$ cat config.mk
export PLATFORM = sky130hd
export DESIGN_NAME = zx_memsys
export DESIGN_NICKNAME = d
export VERILOG_FILES = /design/src/common/zx_dram_pkg.sv /design/src/common/zx_bus_pkg.sv /design/src/hdl/zx_memsys.sv /design/src/zmem/zmem_wb_master.sv /design/src/zmem/zmem_req_fifo.sv /design/src/zmem/zmem_front.sv /design/src/hdl/zx_pager.sv
export VERILOG_INCLUDE_DIRS = /design/src /design/src/common
export SDC_FILE = /design/constraint.sdc
export NUM_CORES = 1
export LEC_CHECK = 0
export ABC_CLOCK_PERIOD_IN_PS = 3000
export BUFFER_PORTS_ARGS = -buffer_cell sky130_fd_sc_hd__buf_2
export CAP_MARGIN = 20
export CORE_UTILIZATION = 50
export DETAILED_ROUTE_END_ITERATION = 8
export MAX_ROUTING_LAYER = met4
export PLACE_DENSITY_LB_ADDON = 0.3
export SLEW_MARGIN = 25
export SYNTH_ARGS = -nofsm -noshare
export SYNTH_HDL_FRONTEND = slang
export SYNTH_SLANG_ARGS = --single-unit
$ cat constraint.sdc
create_clock -name fclk -period 3 [get_ports fclk]
set_clock_uncertainty 0.1 [all_clocks]
set_input_delay 0.45 -clock fclk [delete_from_list [all_inputs] [get_ports fclk]]
set_output_delay 0.45 -clock fclk [all_outputs]
set_load 0.01 [all_outputs]
$ cat src/common/zx_mem_cfg.svh
`ifndef ZX_MEM_CFG_SVH
`define ZX_MEM_CFG_SVH

//////////////////////////////////////////////////////////////////////
// widths
//////////////////////////////////////////////////////////////////////

// bit 20 rom, bits 19:14 page, bits 13:0 offset
`define ZX_DRAM_AW 21

// 16-bit words on the memory side
`define ZX_WB_AW 20

`define ZX_PAGE_W 6

//////////////////////////////////////////////////////////////////////
// port codes, low address byte
//////////////////////////////////////////////////////////////////////

`define ZX_PORT_ATM_PAGE 8'hF7
`define ZX_PORT_ATM_CTRL 8'h77

// posted request queue
`define ZX_FIFO_DEPTH 4

// reset map: w0 rom 0, w1 ram 5, w2 ram 2, w3 ram 0
`define ZX_RST_PAGE_W1 6'd5
`define ZX_RST_PAGE_W2 6'd2

`endif
$ cat src/common/zx_dram_pkg.sv
`include "zx_mem_cfg.svh"

package zx_dram_pkg;

	// byte address into the external memory
	typedef logic [`ZX_DRAM_AW-1:0] dram_addr_t;

	// wishbone master sequence
	typedef enum logic [1:0]
	{
		WB_IDLE    = 2'd0,
		WB_BUS     = 2'd1,
		WB_RESPOND = 2'd2
	} wb_state_e;

endpackage

$ cat src/common/zx_bus_pkg.sv
package zx_bus_pkg;

	// access seen on the z80 strobes
	typedef enum logic [1:0]
	{
		ACC_NONE   = 2'd0,
		ACC_MEM_RD = 2'd1,
		ACC_MEM_WR = 2'd2,
		ACC_IO_WR  = 2'd3
	} z_acc_e;

	// decoded paging port write
	typedef enum logic [1:0]
	{
		PORT_NONE     = 2'd0,
		PORT_7FFD     = 2'd1,
		PORT_ATM_PAGE = 2'd2,
		PORT_ATM_CTRL = 2'd3
	} port_op_e;

endpackage

$ cat src/hdl/zx_memsys.sv
`timescale 1ns/1ps
`include "zx_mem_cfg.svh"

module zx_memsys
(
	input  logic                 fclk,
	input  logic                 rst_n,

	// z80 bus
	input  logic [15:0]          za,
	input  logic [7:0]           zd_in,
	input  logic                 mreq_n,
	input  logic                 iorq_n,
	input  logic                 rd_n,
	input  logic                 wr_n,
	output logic [7:0]           zd_out,
	output logic                 zd_ena,
	output logic                 wait_n,

	// wishbone memory side
	output logic                 wb_cyc,
	output logic                 wb_stb,
	output logic                 wb_we,
	output logic [`ZX_WB_AW-1:0] wb_adr,
	output logic [1:0]           wb_sel,
	output logic [15:0]          wb_dat_o,
	input  logic [15:0]          wb_dat_i,
	input  logic                 wb_ack
);

	logic [`ZX_PAGE_W-1:0]   win0_page;
	logic [`ZX_PAGE_W-1:0]   win1_page;
	logic [`ZX_PAGE_W-1:0]   win2_page;
	logic [`ZX_PAGE_W-1:0]   win3_page;
	logic [3:0]              win_ram;

	logic                    push;
	logic                    push_rnw;
	zx_dram_pkg::dram_addr_t push_addr;
	logic [7:0]              push_data;
	logic                    full;

	logic                    pop;
	logic                    empty;
	logic                    head_rnw;
	zx_dram_pkg::dram_addr_t head_addr;
	logic [7:0]              head_data;

	logic                    rd_valid;
	logic [7:0]              rd_byte;

	zx_pager pager
	(
		.fclk(fclk), .rst_n(rst_n), .za(za), .zd_in(zd_in),
		.iorq_n(iorq_n), .wr_n(wr_n),
		.win0_page(win0_page), .win1_page(win1_page),
		.win2_page(win2_page), .win3_page(win3_page), .win_ram(win_ram)
	);

	zmem_front front
	(
		.fclk(fclk), .rst_n(rst_n), .za(za), .zd_in(zd_in),
		.mreq_n(mreq_n), .rd_n(rd_n), .wr_n(wr_n),
		.win0_page(win0_page), .win1_page(win1_page),
		.win2_page(win2_page), .win3_page(win3_page), .win_ram(win_ram),
		.full(full), .rd_valid(rd_valid), .rd_byte(rd_byte),
		.zd_out(zd_out), .zd_ena(zd_ena), .wait_n(wait_n),
		.push(push), .push_rnw(push_rnw), .push_addr(push_addr), .push_data(push_data)
	);

	zmem_req_fifo #(.DEPTH(`ZX_FIFO_DEPTH)) req_fifo
	(
		.fclk(fclk), .rst_n(rst_n),
		.push(push), .push_rnw(push_rnw), .push_addr(push_addr), .push_data(push_data),
		.pop(pop), .full(full), .empty(empty),
		.head_rnw(head_rnw), .head_addr(head_addr), .head_data(head_data)
	);

	zmem_wb_master wb_master
	(
		.fclk(fclk), .rst_n(rst_n), .empty(empty),
		.head_rnw(head_rnw), .head_addr(head_addr), .head_data(head_data),
		.wb_ack(wb_ack), .wb_dat_i(wb_dat_i), .pop(pop),
		.wb_cyc(wb_cyc), .wb_stb(wb_stb), .wb_we(wb_we), .wb_adr(wb_adr),
		.wb_sel(wb_sel), .wb_dat_o(wb_dat_o),
		.rd_valid(rd_valid), .rd_byte(rd_byte)
	);

endmodule

$ cat src/zmem/zmem_wb_master.sv
`timescale 1ns/1ps
`include "zx_mem_cfg.svh"

module zmem_wb_master
(
	input  logic                    fclk,
	input  logic                    rst_n,
	input  logic                    empty,
	input  logic                    head_rnw,
	input  zx_dram_pkg::dram_addr_t head_addr,
	input  logic [7:0]              head_data,
	input  logic                    wb_ack,
	input  logic [15:0]             wb_dat_i,
	output logic                    pop,
	output logic                    wb_cyc,
	output logic                    wb_stb,
	output logic                    wb_we,
	output logic [`ZX_WB_AW-1:0]    wb_adr,
	output logic [1:0]              wb_sel,
	output logic [15:0]             wb_dat_o,
	output logic                    rd_valid,
	output logic [7:0]              rd_byte
);

	zx_dram_pkg::wb_state_e  state;
	zx_dram_pkg::dram_addr_t req_addr;
	logic                    req_we;
	logic [7:0]              req_data;

	// head is taken whenever the bus is free
	assign pop = (state == zx_dram_pkg::WB_IDLE) && !empty;

	always_ff @(posedge fclk or negedge rst_n)
	begin
		if (!rst_n)
		begin
			state  <= zx_dram_pkg::WB_IDLE;
			req_we <= 1'b0;
		end
		else
		begin
			case (state)
				zx_dram_pkg::WB_IDLE:
				begin
					if (!empty)
					begin
						state  <= zx_dram_pkg::WB_BUS;
						req_we <= !head_rnw;
					end
				end
				zx_dram_pkg::WB_BUS:
				begin
					if (wb_ack)
						state <= req_we ? zx_dram_pkg::WB_IDLE : zx_dram_pkg::WB_RESPOND;
				end
				default:
					state <= zx_dram_pkg::WB_IDLE;
			endcase
		end
	end

	// request payload and returned byte
	always_ff @(posedge fclk)
	begin
		if (pop)
		begin
			req_addr <= head_addr;
			req_data <= head_data;
		end
		if (state == zx_dram_pkg::WB_BUS && wb_ack)
			rd_byte <= req_addr[0] ? wb_dat_i[15:8] : wb_dat_i[7:0];
	end

	assign wb_cyc   = (state == zx_dram_pkg::WB_BUS);
	assign wb_stb   = (state == zx_dram_pkg::WB_BUS);
	assign wb_we    = req_we;
	assign wb_adr   = req_addr[`ZX_DRAM_AW-1:1];
	// odd bytes on the upper lane
	assign wb_sel   = req_addr[0] ? 2'b10 : 2'b01;
	assign wb_dat_o = {req_data, req_data};
	assign rd_valid = (state == zx_dram_pkg::WB_RESPOND);

endmodule

$ cat src/zmem/zmem_req_fifo.sv
`timescale 1ns/1ps
`include "zx_mem_cfg.svh"

module zmem_req_fifo
#(
	parameter int DEPTH = `ZX_FIFO_DEPTH
)
(
	input  logic                    fclk,
	input  logic                    rst_n,
	input  logic                    push,
	input  logic                    push_rnw,
	input  zx_dram_pkg::dram_addr_t push_addr,
	input  logic [7:0]              push_data,
	input  logic                    pop,
	output logic                    full,
	output logic                    empty,
	output logic                    head_rnw,
	output zx_dram_pkg::dram_addr_t head_addr,
	output logic [7:0]              head_data
);

	localparam int PW = $clog2(DEPTH);
	localparam int CW = $clog2(DEPTH + 1);

	logic                    mem_rnw  [DEPTH];
	zx_dram_pkg::dram_addr_t mem_addr [DEPTH];
	logic [7:0]              mem_data [DEPTH];
	logic [PW-1:0]           wr_ptr;
	logic [PW-1:0]           rd_ptr;
	logic [CW-1:0]           count;
	logic                    do_push;
	logic                    do_pop;

	assign full    = (count == CW'(DEPTH));
	assign empty   = (count == '0);
	assign do_push = push && !full;
	assign do_pop  = pop && !empty;

	always_ff @(posedge fclk or negedge rst_n)
	begin
		if (!rst_n)
		begin
			wr_ptr <= '0;
			rd_ptr <= '0;
			count  <= '0;
		end
		else
		begin
			if (do_push)
				wr_ptr <= (wr_ptr == PW'(DEPTH - 1)) ? '0 : wr_ptr + 1'b1;
			if (do_pop)
				rd_ptr <= (rd_ptr == PW'(DEPTH - 1)) ? '0 : rd_ptr + 1'b1;
			if (do_push && !do_pop)
				count <= count + 1'b1;
			else if (do_pop && !do_push)
				count <= count - 1'b1;
		end
	end

	// storage
	always_ff @(posedge fclk)
	begin
		if (do_push)
		begin
			mem_rnw[wr_ptr]  <= push_rnw;
			mem_addr[wr_ptr] <= push_addr;
			mem_data[wr_ptr] <= push_data;
		end
	end

	assign head_rnw  = mem_rnw[rd_ptr];
	assign head_addr = mem_addr[rd_ptr];
	assign head_data = mem_data[rd_ptr];

endmodule

$ cat src/zmem/zmem_front.sv
`timescale 1ns/1ps
`include "zx_mem_cfg.svh"

module zmem_front
(
	input  logic                   fclk,
	input  logic                   rst_n,
	input  logic [15:0]            za,
	input  logic [7:0]             zd_in,
	input  logic                   mreq_n,
	input  logic                   rd_n,
	input  logic                   wr_n,
	input  logic [`ZX_PAGE_W-1:0]  win0_page,
	input  logic [`ZX_PAGE_W-1:0]  win1_page,
	input  logic [`ZX_PAGE_W-1:0]  win2_page,
	input  logic [`ZX_PAGE_W-1:0]  win3_page,
	input  logic [3:0]             win_ram,
	input  logic                   full,
	input  logic                   rd_valid,
	input  logic [7:0]             rd_byte,
	output logic [7:0]             zd_out,
	output logic                   zd_ena,
	output logic                   wait_n,
	output logic                   push,
	output logic                   push_rnw,
	output zx_dram_pkg::dram_addr_t push_addr,
	output logic [7:0]             push_data
);

	zx_bus_pkg::z_acc_e    acc;
	logic                  mem_act;
	logic                  mem_act_d;
	logic                  start;
	logic                  req_now;
	logic                  drop;
	logic                  stall_push;
	logic                  push_pend;
	logic                  rd_wait;
	logic                  rd_done;
	logic [7:0]            rd_data;
	logic [`ZX_PAGE_W-1:0] page;

	//////////////////////////////////////////////////////////////////////
	// access detection
	//////////////////////////////////////////////////////////////////////

	always_comb
	begin
		acc = zx_bus_pkg::ACC_NONE;
		if (!mreq_n && !rd_n)
			acc = zx_bus_pkg::ACC_MEM_RD;
		else if (!mreq_n && !wr_n)
			acc = zx_bus_pkg::ACC_MEM_WR;
	end

	assign mem_act = (acc != zx_bus_pkg::ACC_NONE);
	assign start   = mem_act && !mem_act_d;

	// window select by the top two address bits
	always_comb
	begin
		case (za[15:14])
			2'd0:    page = win0_page;
			2'd1:    page = win1_page;
			2'd2:    page = win2_page;
			default: page = win3_page;
		endcase
	end

	assign push_addr = {!win_ram[za[15:14]], page, za[13:0]};
	assign push_rnw  = (acc == zx_bus_pkg::ACC_MEM_RD);
	assign push_data = zd_in;

	//////////////////////////////////////////////////////////////////////
	// push and wait
	//////////////////////////////////////////////////////////////////////

	assign req_now    = start || push_pend;
	// writes into rom complete without a request
	assign drop       = (acc == zx_bus_pkg::ACC_MEM_WR) && !win_ram[za[15:14]];
	assign push       = req_now && !drop && !full;
	assign stall_push = req_now && !drop && full;

	assign wait_n = !(stall_push || (push && push_rnw) || rd_wait);

	always_ff @(posedge fclk or negedge rst_n)
	begin
		if (!rst_n)
		begin
			mem_act_d <= 1'b0;
			push_pend <= 1'b0;
			rd_wait   <= 1'b0;
			rd_done   <= 1'b0;
		end
		else
		begin
			mem_act_d <= mem_act;
			push_pend <= stall_push;
			if (rd_valid)
				rd_wait <= 1'b0;
			else if (push && push_rnw)
				rd_wait <= 1'b1;
			// byte stays on the bus until the strobes rise
			if (rd_valid)
				rd_done <= 1'b1;
			else if (!mem_act)
				rd_done <= 1'b0;
		end
	end

	always_ff @(posedge fclk)
	begin
		if (rd_valid)
			rd_data <= rd_byte;
	end

	assign zd_out = rd_data;
	assign zd_ena = rd_done && !mreq_n && !rd_n;

endmodule

$ cat src/hdl/zx_pager.sv
`timescale 1ns/1ps
`include "zx_mem_cfg.svh"

module zx_pager
(
	input  logic                  fclk,
	input  logic                  rst_n,
	input  logic [15:0]           za,
	input  logic [7:0]            zd_in,
	input  logic                  iorq_n,
	input  logic                  wr_n,
	output logic [`ZX_PAGE_W-1:0] win0_page,
	output logic [`ZX_PAGE_W-1:0] win1_page,
	output logic [`ZX_PAGE_W-1:0] win2_page,
	output logic [`ZX_PAGE_W-1:0] win3_page,
	output logic [3:0]            win_ram
);

	logic                  io_wr;
	logic                  io_wr_d;
	zx_bus_pkg::z_acc_e    acc;
	zx_bus_pkg::port_op_e  port_op;

	// pentagon #7FFD state
	logic [2:0]            pent_ram;
	logic                  pent_rom;
	logic                  pent_lock;

	// atm per-window registers
	logic                  atm_en;
	logic [`ZX_PAGE_W-1:0] atm_page [4];
	logic [3:0]            atm_ram;

	assign io_wr = !iorq_n && !wr_n;
	assign acc   = (io_wr && !io_wr_d) ? zx_bus_pkg::ACC_IO_WR : zx_bus_pkg::ACC_NONE;

	always_comb
	begin
		port_op = zx_bus_pkg::PORT_NONE;
		if (acc == zx_bus_pkg::ACC_IO_WR)
		begin
			if (za[7:0] == `ZX_PORT_ATM_PAGE)
				port_op = zx_bus_pkg::PORT_ATM_PAGE;
			else if (za[7:0] == `ZX_PORT_ATM_CTRL)
				port_op = zx_bus_pkg::PORT_ATM_CTRL;
			// partial decode, A15 and A1 low
			else if (!za[15] && !za[1])
				port_op = zx_bus_pkg::PORT_7FFD;
		end
	end

	always_ff @(posedge fclk or negedge rst_n)
	begin
		if (!rst_n)
		begin
			io_wr_d     <= 1'b0;
			pent_ram    <= 3'd0;
			pent_rom    <= 1'b0;
			pent_lock   <= 1'b0;
			atm_en      <= 1'b0;
			atm_page[0] <= '0;
			atm_page[1] <= `ZX_RST_PAGE_W1;
			atm_page[2] <= `ZX_RST_PAGE_W2;
			atm_page[3] <= '0;
			atm_ram     <= 4'b1110;
		end
		else
		begin
			io_wr_d <= io_wr;
			case (port_op)
				zx_bus_pkg::PORT_7FFD:
				begin
					// lock holds until reset
					if (!pent_lock)
					begin
						pent_ram  <= zd_in[2:0];
						pent_rom  <= zd_in[4];
						pent_lock <= zd_in[5];
					end
				end
				zx_bus_pkg::PORT_ATM_CTRL:
					atm_en <= zd_in[0];
				zx_bus_pkg::PORT_ATM_PAGE:
				begin
					atm_page[za[15:14]] <= zd_in[`ZX_PAGE_W-1:0];
					atm_ram[za[15:14]]  <= zd_in[7];
				end
				default:
				begin
				end
			endcase
		end
	end

	always_comb
	begin
		if (atm_en)
		begin
			win0_page = atm_page[0];
			win1_page = atm_page[1];
			win2_page = atm_page[2];
			win3_page = atm_page[3];
			win_ram   = atm_ram;
		end
		else
		begin
			win0_page = {{(`ZX_PAGE_W-1){1'b0}}, pent_rom};
			win1_page = `ZX_RST_PAGE_W1;
			win2_page = `ZX_RST_PAGE_W2;
			win3_page = {{(`ZX_PAGE_W-3){1'b0}}, pent_ram};
			win_ram   = 4'b1110;
		end
	end

endmodule

=== Yosys cells after proc, flatten, opt, wreduce, memory -nomap -nowiden ===
Memory sizes are Yosys's and may differ from the RTL's. A register that Yosys moved wholly into a read port is not among the register bits.
Cells that the tools add are included.
Widths: inputs -> output; s select.

* $add $sub $neg: 4
* Magnitude comparators: 4
* Eq/ne operators: 18
* Multiplexer cells: 38
* Bitwise operators: 3
* Reduce and logical (&&, ||, !) cells: 49

{| class="wikitable"
|+ Operator list
! cell !! count
|-
| $mux 6 || 5
|-
| $bwmux 24 || 1
|-
| $mux 2 || 12
|-
| $logic_and 1x1->1 || 21
|-
| $pmux 6 s3 || 1
|-
| $eq 2x2->1 const B || 8
|-
| $logic_not 1->1 || 16
|-
| $demux 6 s2 || 1
|-
| $mux 1 || 10
|-
| $eq 2x1->1 const B || 4
|-
| $eq 8x7->1 const B || 1
|-
| $eq 8x8->1 const B || 1
|-
| $mux 8 || 1
|-
| $mux 3 || 2
|-
| $reduce_and 2->1 || 3
|-
| $reduce_bool 2->1 || 3
|-
| $add 2x1->2 const B || 2
|-
| $bwmux 4 || 1
|-
| $logic_not 2->1 || 2
|-
| $mux 4 || 1
|-
| $ne 2x1->1 const B || 2
|-
| $pmux 2 s2 || 1
|-
| $add 3x1->3 const B || 1
|-
| $eq 3x3->1 const B || 1
|-
| other kinds (12) || 15
|}

* Register bits: 65
* Bits in writable memories: 120
* Output and inout bits: 51
* Logic and storage cells: 140
* Memories: 3

{| class="wikitable"
|+ Memory list
! memory !! depth !! bits a word !! rd ports !! clocked after memory_dff !! write ports !! line !! text
|-
| req_fifo.mem_addr || 4 || 21 || 1 || 1 || 1 || zmem_req_fifo.sv:27 || <nowiki>zx_dram_pkg::dram_addr_t mem_addr [DEPTH];</nowiki>
|-
| req_fifo.mem_data || 4 || 8 || 1 || 1 || 1 || zmem_req_fifo.sv:28 || <nowiki>logic [7:0] mem_data [DEPTH];</nowiki>
|-
| req_fifo.mem_rnw || 4 || 1 || 1 || 0 || 1 || zmem_req_fifo.sv:26 || <nowiki>logic mem_rnw [DEPTH];</nowiki>
|}

=== Depth between registers and ports, before layout ===
Gate-level depths: netlist of the first run.

* Depth after elaboration: 14
* Depth in mapped cells: 10

=== Cells and area by module ===
A second synthesis of the first run with hierarchy kept.

* Cells, all modules: 441
* Area total of the unflattened synthesis: 8665.8 sq um

{| class="wikitable"
|+ By module, submodules not included
! module !! times used !! cells each !! area each (sq um) !! sequential area each (sq um)
|-
| zmem_req_fifo || 1 || 194 || 4765.8 || 3778.6
|-
| zx_pager || 1 || 116 || 1634.1 || 883.3
|-
| zmem_wb_master || 1 || 68 || 1430.1 || 1186.1
|-
| zmem_front || 1 || 63 || 835.8 || 340.3
|}

=== Least setup slack after synthesis of the first run ===
No wires, ideal clock.

* Kind: input -> register
* Start: input za[14]
* End: memory req_fifo.mem_addr[3][0] (netlist name) (enable)
* Setup time: 390 ps
* Data arrival time: 2338 ps
* Data required time: 2510 ps
* Slack: 172 ps
* Cell stages on the path: 5
* Buffers on the path: 1
* Cells stage by stage: buf_2 mux2_2 o211ai_1 a211oi_1 and2_1

* Word-level cells in the longest chain between the ends: 10

{| class="wikitable"
|+ Ends and longest elaborated chain
! element !! line !! text
|-
| from (decl) || zx_memsys.sv:10 || <nowiki>input logic [15:0] za,</nowiki>
|-
| $bmux 1 s2 || - ||
|-
| $mux 1 || - ||
|-
| $logic_not 1->1 || - ||
|-
| via front.push_addr[20] || zmem_front.sv:26 || <nowiki>output zx_dram_pkg::dram_addr_t push_addr,</nowiki>
|-
| $logic_and 1x1->1 || zmem_front.sv:80 || <nowiki>assign drop = (acc == zx_bus_pkg::ACC_MEM_WR) && !win_ram[za[15:14]];</nowiki>
|-
| $logic_not 1->1 || zmem_front.sv:81 || <nowiki>assign push = req_now && !drop && !full;</nowiki>
|-
| $logic_and 1x1->1 (2 in series) || zmem_front.sv:81 ||
|-
| $logic_and 1x1->1 || zmem_req_fifo.sv:37 || <nowiki>assign do_push = push && !full;</nowiki>
|-
| via req_fifo.do_push || zmem_req_fifo.sv:32 || <nowiki>logic do_push;</nowiki>
|-
| $mux 1 || zmem_req_fifo.sv:64 || <nowiki>if (do_push)</nowiki>
|-
| $mux 1 (implied by the code) || zmem_req_fifo.sv:67 || <nowiki>mem_addr[wr_ptr] <= push_addr;</nowiki>
|-
| to (decl) || zmem_req_fifo.sv:27 ||
|}

The timed path passes the listed nets, and every way through them passes these cells. The select of a mux whose other input is x is not followed.

=== Worst setup path in the final report of the first run ===
* Start: register pager.atm_ram[2]
* End: output wait_n

* Word-level cells in the longest chain between the ends: 12
* Elaborated cells on any way between the ends: 13
* Those cells by class: mux (3); reduce/logical (10)

{| class="wikitable"
|+ Ends and longest elaborated chain
! element !! line !! text
|-
| from (decl) || zx_pager.sv:32 || <nowiki>logic [3:0] atm_ram;</nowiki>
|-
| from (signal, indexed assignment) || zx_pager.sv:86 || <nowiki>atm_ram[za[15:14]] <= zd_in[7];</nowiki>
|-
| $mux 4 (*) || zx_pager.sv:97 || <nowiki>if (atm_en)</nowiki>
|-
| $bmux 1 s2 (*) || - ||
|-
| $mux 1 (*) || - ||
|-
| $logic_not 1->1 (*) || - ||
|-
| via front.push_addr[20] || zmem_front.sv:26 ||
|-
| $logic_and 1x1->1 (*) || zmem_front.sv:80 ||
|-
| $logic_not 1->1 (*) || zmem_front.sv:81, zmem_front.sv:82 ||
|-
| $logic_and 1x1->1 (*) || zmem_front.sv:81, zmem_front.sv:82 ||
|-
| $logic_and 1x1->1 || zmem_front.sv:81 ||
|-
| $logic_and 1x1->1 || zmem_front.sv:84 || <nowiki>assign wait_n = !(stall_push || (push && push_rnw) || rd_wait);</nowiki>
|-
| $logic_or 1x1->1 (*) (2 in series) || zmem_front.sv:84 ||
|-
| $logic_not 1->1 (*) || zmem_front.sv:84 ||
|-
| to (decl) || zx_memsys.sv:18 || <nowiki>output logic wait_n,</nowiki>
|}

Mark *: on every way through the listed nets, which the timed path passes. The rest lies on a longest branch. The select of a mux whose other input is x is not followed.

==> results.cfg, run 1 <==
[power]
power_frac_comb_pct = 22.2
internal_power_uw = 6500
vdd.ir_drop.worst_v = 0.000452
pwr-share-clk_pct = 30.0
power.density_cell_area_nw_per_um2 = 905
p_leak_uw = 0.00373
total_switching_power_uw = 2360
p_sw_share_pct = 26.7
share_of_power_burned_in_registers_pct = 47.8

[logic_synthesis]
synthTopCellsByArea = edfxtp_1 (60%), dfrtp_1 (13%), mux4_2 (9.0%)
synth.yosys.warnings = 0
synthDominantCellAreaShare_pct = 60.1
syn-instance-count = 410
synthArstFlopShare_pct = 22.9
synth_area_leader_cell = edfxtp_1
yosys_most_used_dff = edfxtp_1
number_of_flops_mapped_to_enable_cells_by_yosys = 165
synth.lib_cells_used.distinct = 43
synth_fp_nets = 464
ys_seq_area_share_pct = 75.1
seq_cells_post_synth = 214
postSynthAreaPerCell_um2 = 20.1
synthesis.area_um2 = 8240

[sta]
tightestPinTransition_ns = 1.03
worst_slack_ns = 0.505
grt_setup_unrepaired = false
min_period_over_period_pct = 83.2
layout_min_cycle_time_ns = 2.49
whs_ns = 0.0381
slew_headroom_pct = 31.4
maxClockFrequency_ghz = 0.401
tns_ns = 0
final-max-slew-violation-count = 0
final_hold_viol_count = 0
timing.final.setup_violations = 0

[detailed_routing]
post_drt_wl_per_cell_um = 19.9
detail_route.vias_per_cell = 5.43
route.final.wire_length_um = 15000
remaining_drc_errors = 0
drt_first_pass_iters = 4
drt_iter0_drc = 208
vias = 4103
antenna_left = 0

[final_layout]
layout_commonest_cell = edfxtp_1
fin_util_pct = 61.2
final_cell_mix = edfxtp_1 (165), buf_2 (97), mux2_2 (49), dfrtp_1 (42), mux4_2 (33)
layout.nets = 578
fraction_of_layout_cells_with_a_size_suffix_above_1_pct = 44.8
insertedDiodeCount = 0
areaGrowthSynthToFinish_pct = 18.8
finish.instance_area_um2 = 9790

[critical_path]
cp-start-kind = flop
crit_arrival_ns = 1.94
worst_path_most_repeated_cell = a21oi_1
crit_path_end_kind = primary output
required_ns = 2.45
path_cells = mux2_2 -> o211ai_1 -> buf_4 -> a21oi_1 -> a21oi_1 -> buf_2
slowest_delay_ns = 0.37
criticalPathCategory = reg2out
critical-path-slowest-cell = dfstp_2
worst-path-max-fanout = 5

[clock_tree]
clk_pin_slew_ns = 0.06
cts-buffers-inserted = 22
clock_sinks = 214
cell_at_the_root_of_the_clock_tree = clkbuf_16
insertion_delay_ns = 0.48
cts_tree = built
h-tree-depth = 1
post_cts_buffers = 0
cts-root-to-sink-buffers = 3

[die]
core-area_um2 = 16000
dieHeight_um = 130
design.die.area_um2 = 17000
die_width_um = 130
top_level_ports = 98
row_count = 46
initial_core_util_pct = 51.5

[global_routing]
gr-usage-all-layers_pct = 18.9
maximum_number_of_pins_on_one_net_before_global_route_repair = 32
grt-ovfl-total = 0
first_global_vias = 4197
grt_first_pass_wirelength_um = 22800
antenna_violations_before_repair = 0

[placed_design]
detailedPlacementHpwl_um = 9480
portBuffers = 97
place.gp.congestion = 0.803
placement.cell_area_um2 = 9050
place_ws_ns = 0.327

[outcome]
run_status = finished, final reports clean

[hold_path]
timing.hold.worst.class = in2reg

[flow_run]
max_cap_check_violation_count = 0
==> worst max-delay path, delay by kind of cell (launching register included) <==
kind / cells / cell delay [ns]
buffers and inverters: 2 / 0.35
DFF: 1 / 0.37
muxes: 1 / 0.25
AOI/OAI and AO/OA: 3 / 0.50
==> per-layer routing <==
| metal | track usage (%) | vias to the layer above | share of wire [%] |
|---|---|---|---|
| met1 | 25.3 | 2126 | 43 |
| met2 | 29.6 | 120 | 49 |
| met4 | 6.02 | 0 | 1.9 |
| met3 | 3.53 | 19 | 6.0 |
| met5 | - | - | 0 |
| li1 | - | 1838 | - |
==> power groups by stage <==
stage | clock network (uW) | registers (uW) | logic, uW
after floorplan | 0 | 4300 | 1250
after global placement | 0 | 4270 | 1950
after detailed placement | 0 | 4300 | 2000
after CTS | 2720 | 4240 | 2010
after global routing | 2840 | 4300 | 2140
final | 2660 | 4230 | 1960
==> logic make-up after synthesis <==
| group | synth area share (%) |
|---|---|
| xor+xnor | 0.319 |
| buf+inv | 1.96 |
| simple gates | 3.72 |
| fa+ha+maj | 1.15 |
| flops | 75.1 |
| compound gates | 1.66 |
| mux | 16.1 |
==> path summary, 6_finish.rpt <==
check / cells after the start / from / endpoint / slack (ns)
worst min-delay path: 2 / iorq_n / pager.io_wr_d$_DFF_PN0_ / 0.04
max in group asynchronous: 3 / rst_n / pager.atm_ram[2]$_DFFE_PN1P_ / 1.56
worst min register to register: 0 / wb_master.rd_byte[3]$_DFFE_PP_ / front.zd_out[3]$_DFFE_PP_ / 0.32
min in group asynchronous: 2 / rst_n / req_fifo.count[2]$_DFFE_PN0P_ / 0.46
worst max register to register: 9 / pager.atm_ram[1]$_DFFE_PN1P_ / req_fifo.count[2]$_DFFE_PN0P_ / 0.54
worst max-delay path: 6 / pager.atm_ram[2]$_DFFE_PN1P_ / wait_n / 0.51
==> repair_timing <==
action	CTS	global route
resized for setup	0	0
endpoints found under the hold margin	27	0
hold buffers	1	0
endpoints found under the setup margin	0	0
==> layout make-up <==
type	instances	area, um^2
clock buffer	32	659
inverter	9	33.8
sequential	214	6190
multi-input combinational	163	1890
fill	1164	6210
timing repair buffer	114	678
clock inverter	8	70.1
tap	216	270
==> cells in the mapped netlist (2+ instances only) <==
cell type,count
edfxtp_1,165
mux2_2,49
dfrtp_1,43
mux4_2,33
and2_1,11
buf_4,9
inv_1,9
nor2_1,8
buf_1,6
clkbuf_1,6
dfstp_2,6
ha_1,6
nand2_1,6
a21oi_1,5
o21ai_0,5
a21o_1,3
buf_2,3
mux2i_1,3
nor2b_1,3
nor4_1,3
a221oi_1,2
nor3_1,2
nor3b_4,2
o211ai_1,2
xor2_1,2
==> registers in the layout (all words and copies together) (netlist names), 2 cells and up <==
register	cells
front.zd_out	8
pager.atm_page	24
pager.atm_ram	4
pager.pent_ram	3
req_fifo.count	3
req_fifo.mem_addr	84
req_fifo.mem_data	32
req_fifo.mem_rnw	4
req_fifo.rd_ptr	2
req_fifo.wr_ptr	2
wb_master.rd_byte	8
wb_master.req_addr	21
wb_master.req_data	8
wb_master.state	2
==> metrics by stage <==
stage,std cells,total power (uW)
global placement,715,6220
detailed placement,715,6290
global route,756,9280
finish,756,8860
floorplan,410,5550
CTS,756,8960
Note: power is estimated with default switching activity, not from simulation.
==> run 2, diff against run 1 <==
--- a/config.mk
+++ b/config.mk
@@ -6,7 +6,8 @@
 export SDC_FILE = /design/constraint.sdc
 export NUM_CORES = 1
 export LEC_CHECK = 0
-export ABC_CLOCK_PERIOD_IN_PS = 3000
+export ABC_AREA = 1
+export ABC_CLOCK_PERIOD_IN_PS = 2300
 export BUFFER_PORTS_ARGS = -buffer_cell sky130_fd_sc_hd__buf_2
 export CAP_MARGIN = 20
 export CORE_UTILIZATION = 50
==> constraint.sdc (replaced) <==
create_clock -name fclk -period 2.3 [get_ports fclk]
set_clock_uncertainty 0.1 [all_clocks]
set_input_delay 0.345 -clock fclk [delete_from_list [all_inputs] [get_ports fclk]]
set_output_delay 0.345 -clock fclk [all_outputs]
set_load 0.01 [all_outputs]
==> run 2 against run 1 <==
Net effect: non-clock buffer count increased by 35; synthesized cell count increased by 67%; synthesized area increased by 2.8%; critical path type unchanged; critical endpoint unchanged; highest routed layer unchanged.
==> results.cfg, run 2 <==
[logic_synthesis]
main_combinational_cell_family_by_area_after_synthesis = simple AND/OR/NAND/NOR gates
synth-simple-area-share_pct = 13.5
synth_top_cells_by_count = edfxtp_1 (165), nand2_1 (119), nor2_1 (85)
syn-instance-count = 684
synthAdderAreaFrac_pct = 1.12
synth_area_leader_cell = edfxtp_1
synthArstFlopShare_pct = 22.9
synth_fp_nets = 738
postSynthAreaPerCell_um2 = 12.4
yosys_most_used_dff = edfxtp_1
synth.yosys.warnings = 0
muxShareOfSynthArea_pct = 0.133
synthTopCellsByArea = edfxtp_1 (58%), dfrtp_1 (13%), nand2_1 (5.3%)
post-synth-top-count-cell = edfxtp_1
number_of_flops_mapped_to_enable_cells_by_yosys = 165
seq_cells_post_synth = 214
synthDominantCellAreaShare_pct = 58.5
ys_seq_area_share_pct = 73.0
synthesis.area_um2 = 8470
synth-compound-area-share_pct = 7.84
synth_xor_xnor_area_share_pct = 0.207
synth.lib_cells_used.distinct = 35

[critical_path]
criticalPathCategory = reg2out
crit_path_end_kind = primary output
timing.rr.end = req_fifo.count[1]$_DFFE_PN0P_
crit_arrival_ns = 1.78
worst_r2r_path_cells = 10
crit_start = pager.atm_en$_DFFE_PN0N_
r2r_setup_slack_ns = 0.14
timing.rr.start = pager.atm_ram[3]$_DFFE_PN1P_
required_ns = 1.86
critical-path-slowest-cell = dfrtp_1
crit_family = simple AND/OR/NAND/NOR gates
crit_buf_inv = 4
worst_path_most_repeated_cell = nor2_1
path_cells = inv_2 -> nor2_1 -> nor2_1 -> nor2_1 -> nand3_1 -> buf_4 -> o211ai_1 -> nand2_1 -> inv_1 -> buf_2
slowest_delay_ns = 0.40
worst-path-max-fanout = 4
cp-start-kind = flop

[clock_tree]
clk_pin_slew_ns = 0.06
cell_at_the_root_of_the_clock_tree = clkbuf_16
cts_tree = built
h-tree-depth = 1
cts-root-to-sink-buffers = 3
insertion_delay_ns = 0.50
cts-buffers-inserted = 22
post_cts_buffers = 0
clock_sinks = 214

[sta]
final-max-slew-violation-count = 0
final_hold_viol_count = 0
slew_headroom_pct = 61.0
grt_setup_unrepaired = true
timing.final.setup_violations = 0
tightestPinTransition_ns = 0.582
maxClockFrequency_ghz = 0.449
whs_ns = 0.0166
tns_ns = 0
min_period_over_period_pct = 96.8
layout_min_cycle_time_ns = 2.23

[power]
p_leak_uw = 0.00409
vdd.ir_drop.worst_v = 0.000549
power.density_cell_area_nw_per_um2 = 1140

[die]
dieHeight_um = 132
design.die.area_um2 = 17500
die_width_um = 132
row_count = 47
initial_core_util_pct = 51.1
core-area_um2 = 16600
top_level_ports = 98

[final_layout]
register_area_um2 = 6190
multi_input_comb_area_um2 = 1980
fin_util_pct = 62.3
layout.nets = 870
max_flop_register = req_fifo.mem_addr
fraction_of_layout_cells_with_a_size_suffix_above_1_pct = 22.5
fillers = 1259
biggestRegsByFlops = req_fifo.mem_addr x84, req_fifo.mem_data x32, pager.atm_page x24
layout_commonest_cell = edfxtp_1
largest_reg_flops = 84
final_cell_mix = edfxtp_1 (165), nand2_1 (119), buf_2 (97), o21ai_0 (82), nor2_1 (81)
areaGrowthSynthToFinish_pct = 21.9
insertedDiodeCount = 0

[hold_path]
min_from = wb_dat_i[6]
hold_path_end = wb_master.rd_byte[6]$_DFFE_PP_
min_path_cells = 3
timing.hold.worst.class = in2reg

[placed_design]
portBuffers = 97
detailedPlacementHpwl_um = 11400
place.gp.congestion = 0.903

[global_routing]
grt_first_pass_wirelength_um = 28100
gr-usage-all-layers_pct = 21.3
antenna_violations_before_repair = 0
first_global_vias = 5590
maximum_number_of_pins_on_one_net_before_global_route_repair = 43
grt-ovfl-total = 0

[detailed_routing]
drt_first_pass_iters = 4
antenna_left = 0
detail_route.vias_per_cell = 5.29
drt_iter0_drc = 356
post_drt_wl_per_cell_um = 16.6
vias = 5563
route.final.wire_length_um = 17500
remaining_drc_errors = 0

[flow_run]
max_cap_check_violation_count = 0

[outcome]
run_status = finished, final reports clean
-- run 2: through the flow --
| stage | power [uW] | setup slack, ns | cells | cell area, um^2 |
|---|---|---|---|---|
| 6_report | 11800 | 0.0727 | 1052 | 10300 |
| 5_1_grt | 12400 | -0.111 | 1052 | 10300 |
| 4_1_cts | 11900 | 0.0372 | 1052 | 10300 |
| 3_5_place_dp | 8420 | 0.0310 | 994 | 9430 |
| 3_3_place_gp | 8300 | 0.0679 | 994 | 9430 |
| 2_1_floorplan | 7270 | -0.342 | 684 | 8520 |
-- run 2: area by class of cell --
type | instances | area share [%]
Multi-Input combinational cell | 392 | 19.1
Timing Repair Buffer | 149 | 10.0
Tap cell | 220 | 2.66
Clock inverter | 12 | 1.08
Clock buffer | 28 | 5.85
Sequential cell | 214 | 59.9
Inverter | 37 | 1.34
-- run 2: tightest hold or removal path: cells and delay by family --
family,cells,cell delay [ns]
AND/OR/NAND/NOR,2,0.09
buffers and inverters,1,0.08
-- run 2: cell families after synthesis --
logic type | count (synthesis)
AND/OR/NAND/NOR | 260
flip-flops | 214
multiplexers | 1
buffers and inverters | 78
AO/OA/AOI/OAI | 122
adder cells (fa/ha/maj) | 7
XOR/XNOR | 2
-- run 2: layer usage --
| layer | track usage [%] | wire [um] | share of wire, % |
|---|---|---|---|
| met1 | 26.3 | 7560 | 43 |
| met2 | 36.6 | 8890 | 51 |
| met3 | 2.88 | 683 | 3.9 |
| met4 | 6.39 | 359 | 2.1 |
| met5 | - | 0 | 0 |
-- run 2: worst max path at each step --
stage,to,slack [ns],cells past startpoint
after global routing,wait_n,-0.11,10
final,wait_n,0.07,10
after global placement,req_fifo.count[1]$_DFFE_PN0P_,0.07,12
after CTS,wait_n,0.04,10
after floorplan,req_fifo.count[1]$_DFFE_PN0P_,-0.34,7
after detailed placement,req_fifo.count[1]$_DFFE_PN0P_,0.03,12
-- run 2: power by group --
| group | total (uW) | internal [uW] | leakage [uW] | switching [uW] |
|---|---|---|---|---|
| combinational | 2940 | 1050 | 0.00161 | 1890 |
| sequential | 5380 | 5080 | 0.00214 | 303 |
| clock | 3490 | 2080 | 0.000348 | 1410 |
-- run 2: what timing repair did --
action / CTS / global route
endpoints found under the setup margin: 0 / 10
hold buffers: 18 / 0
gates resized for setup: 0 / 1
endpoints found under the hold margin: 71 / 0
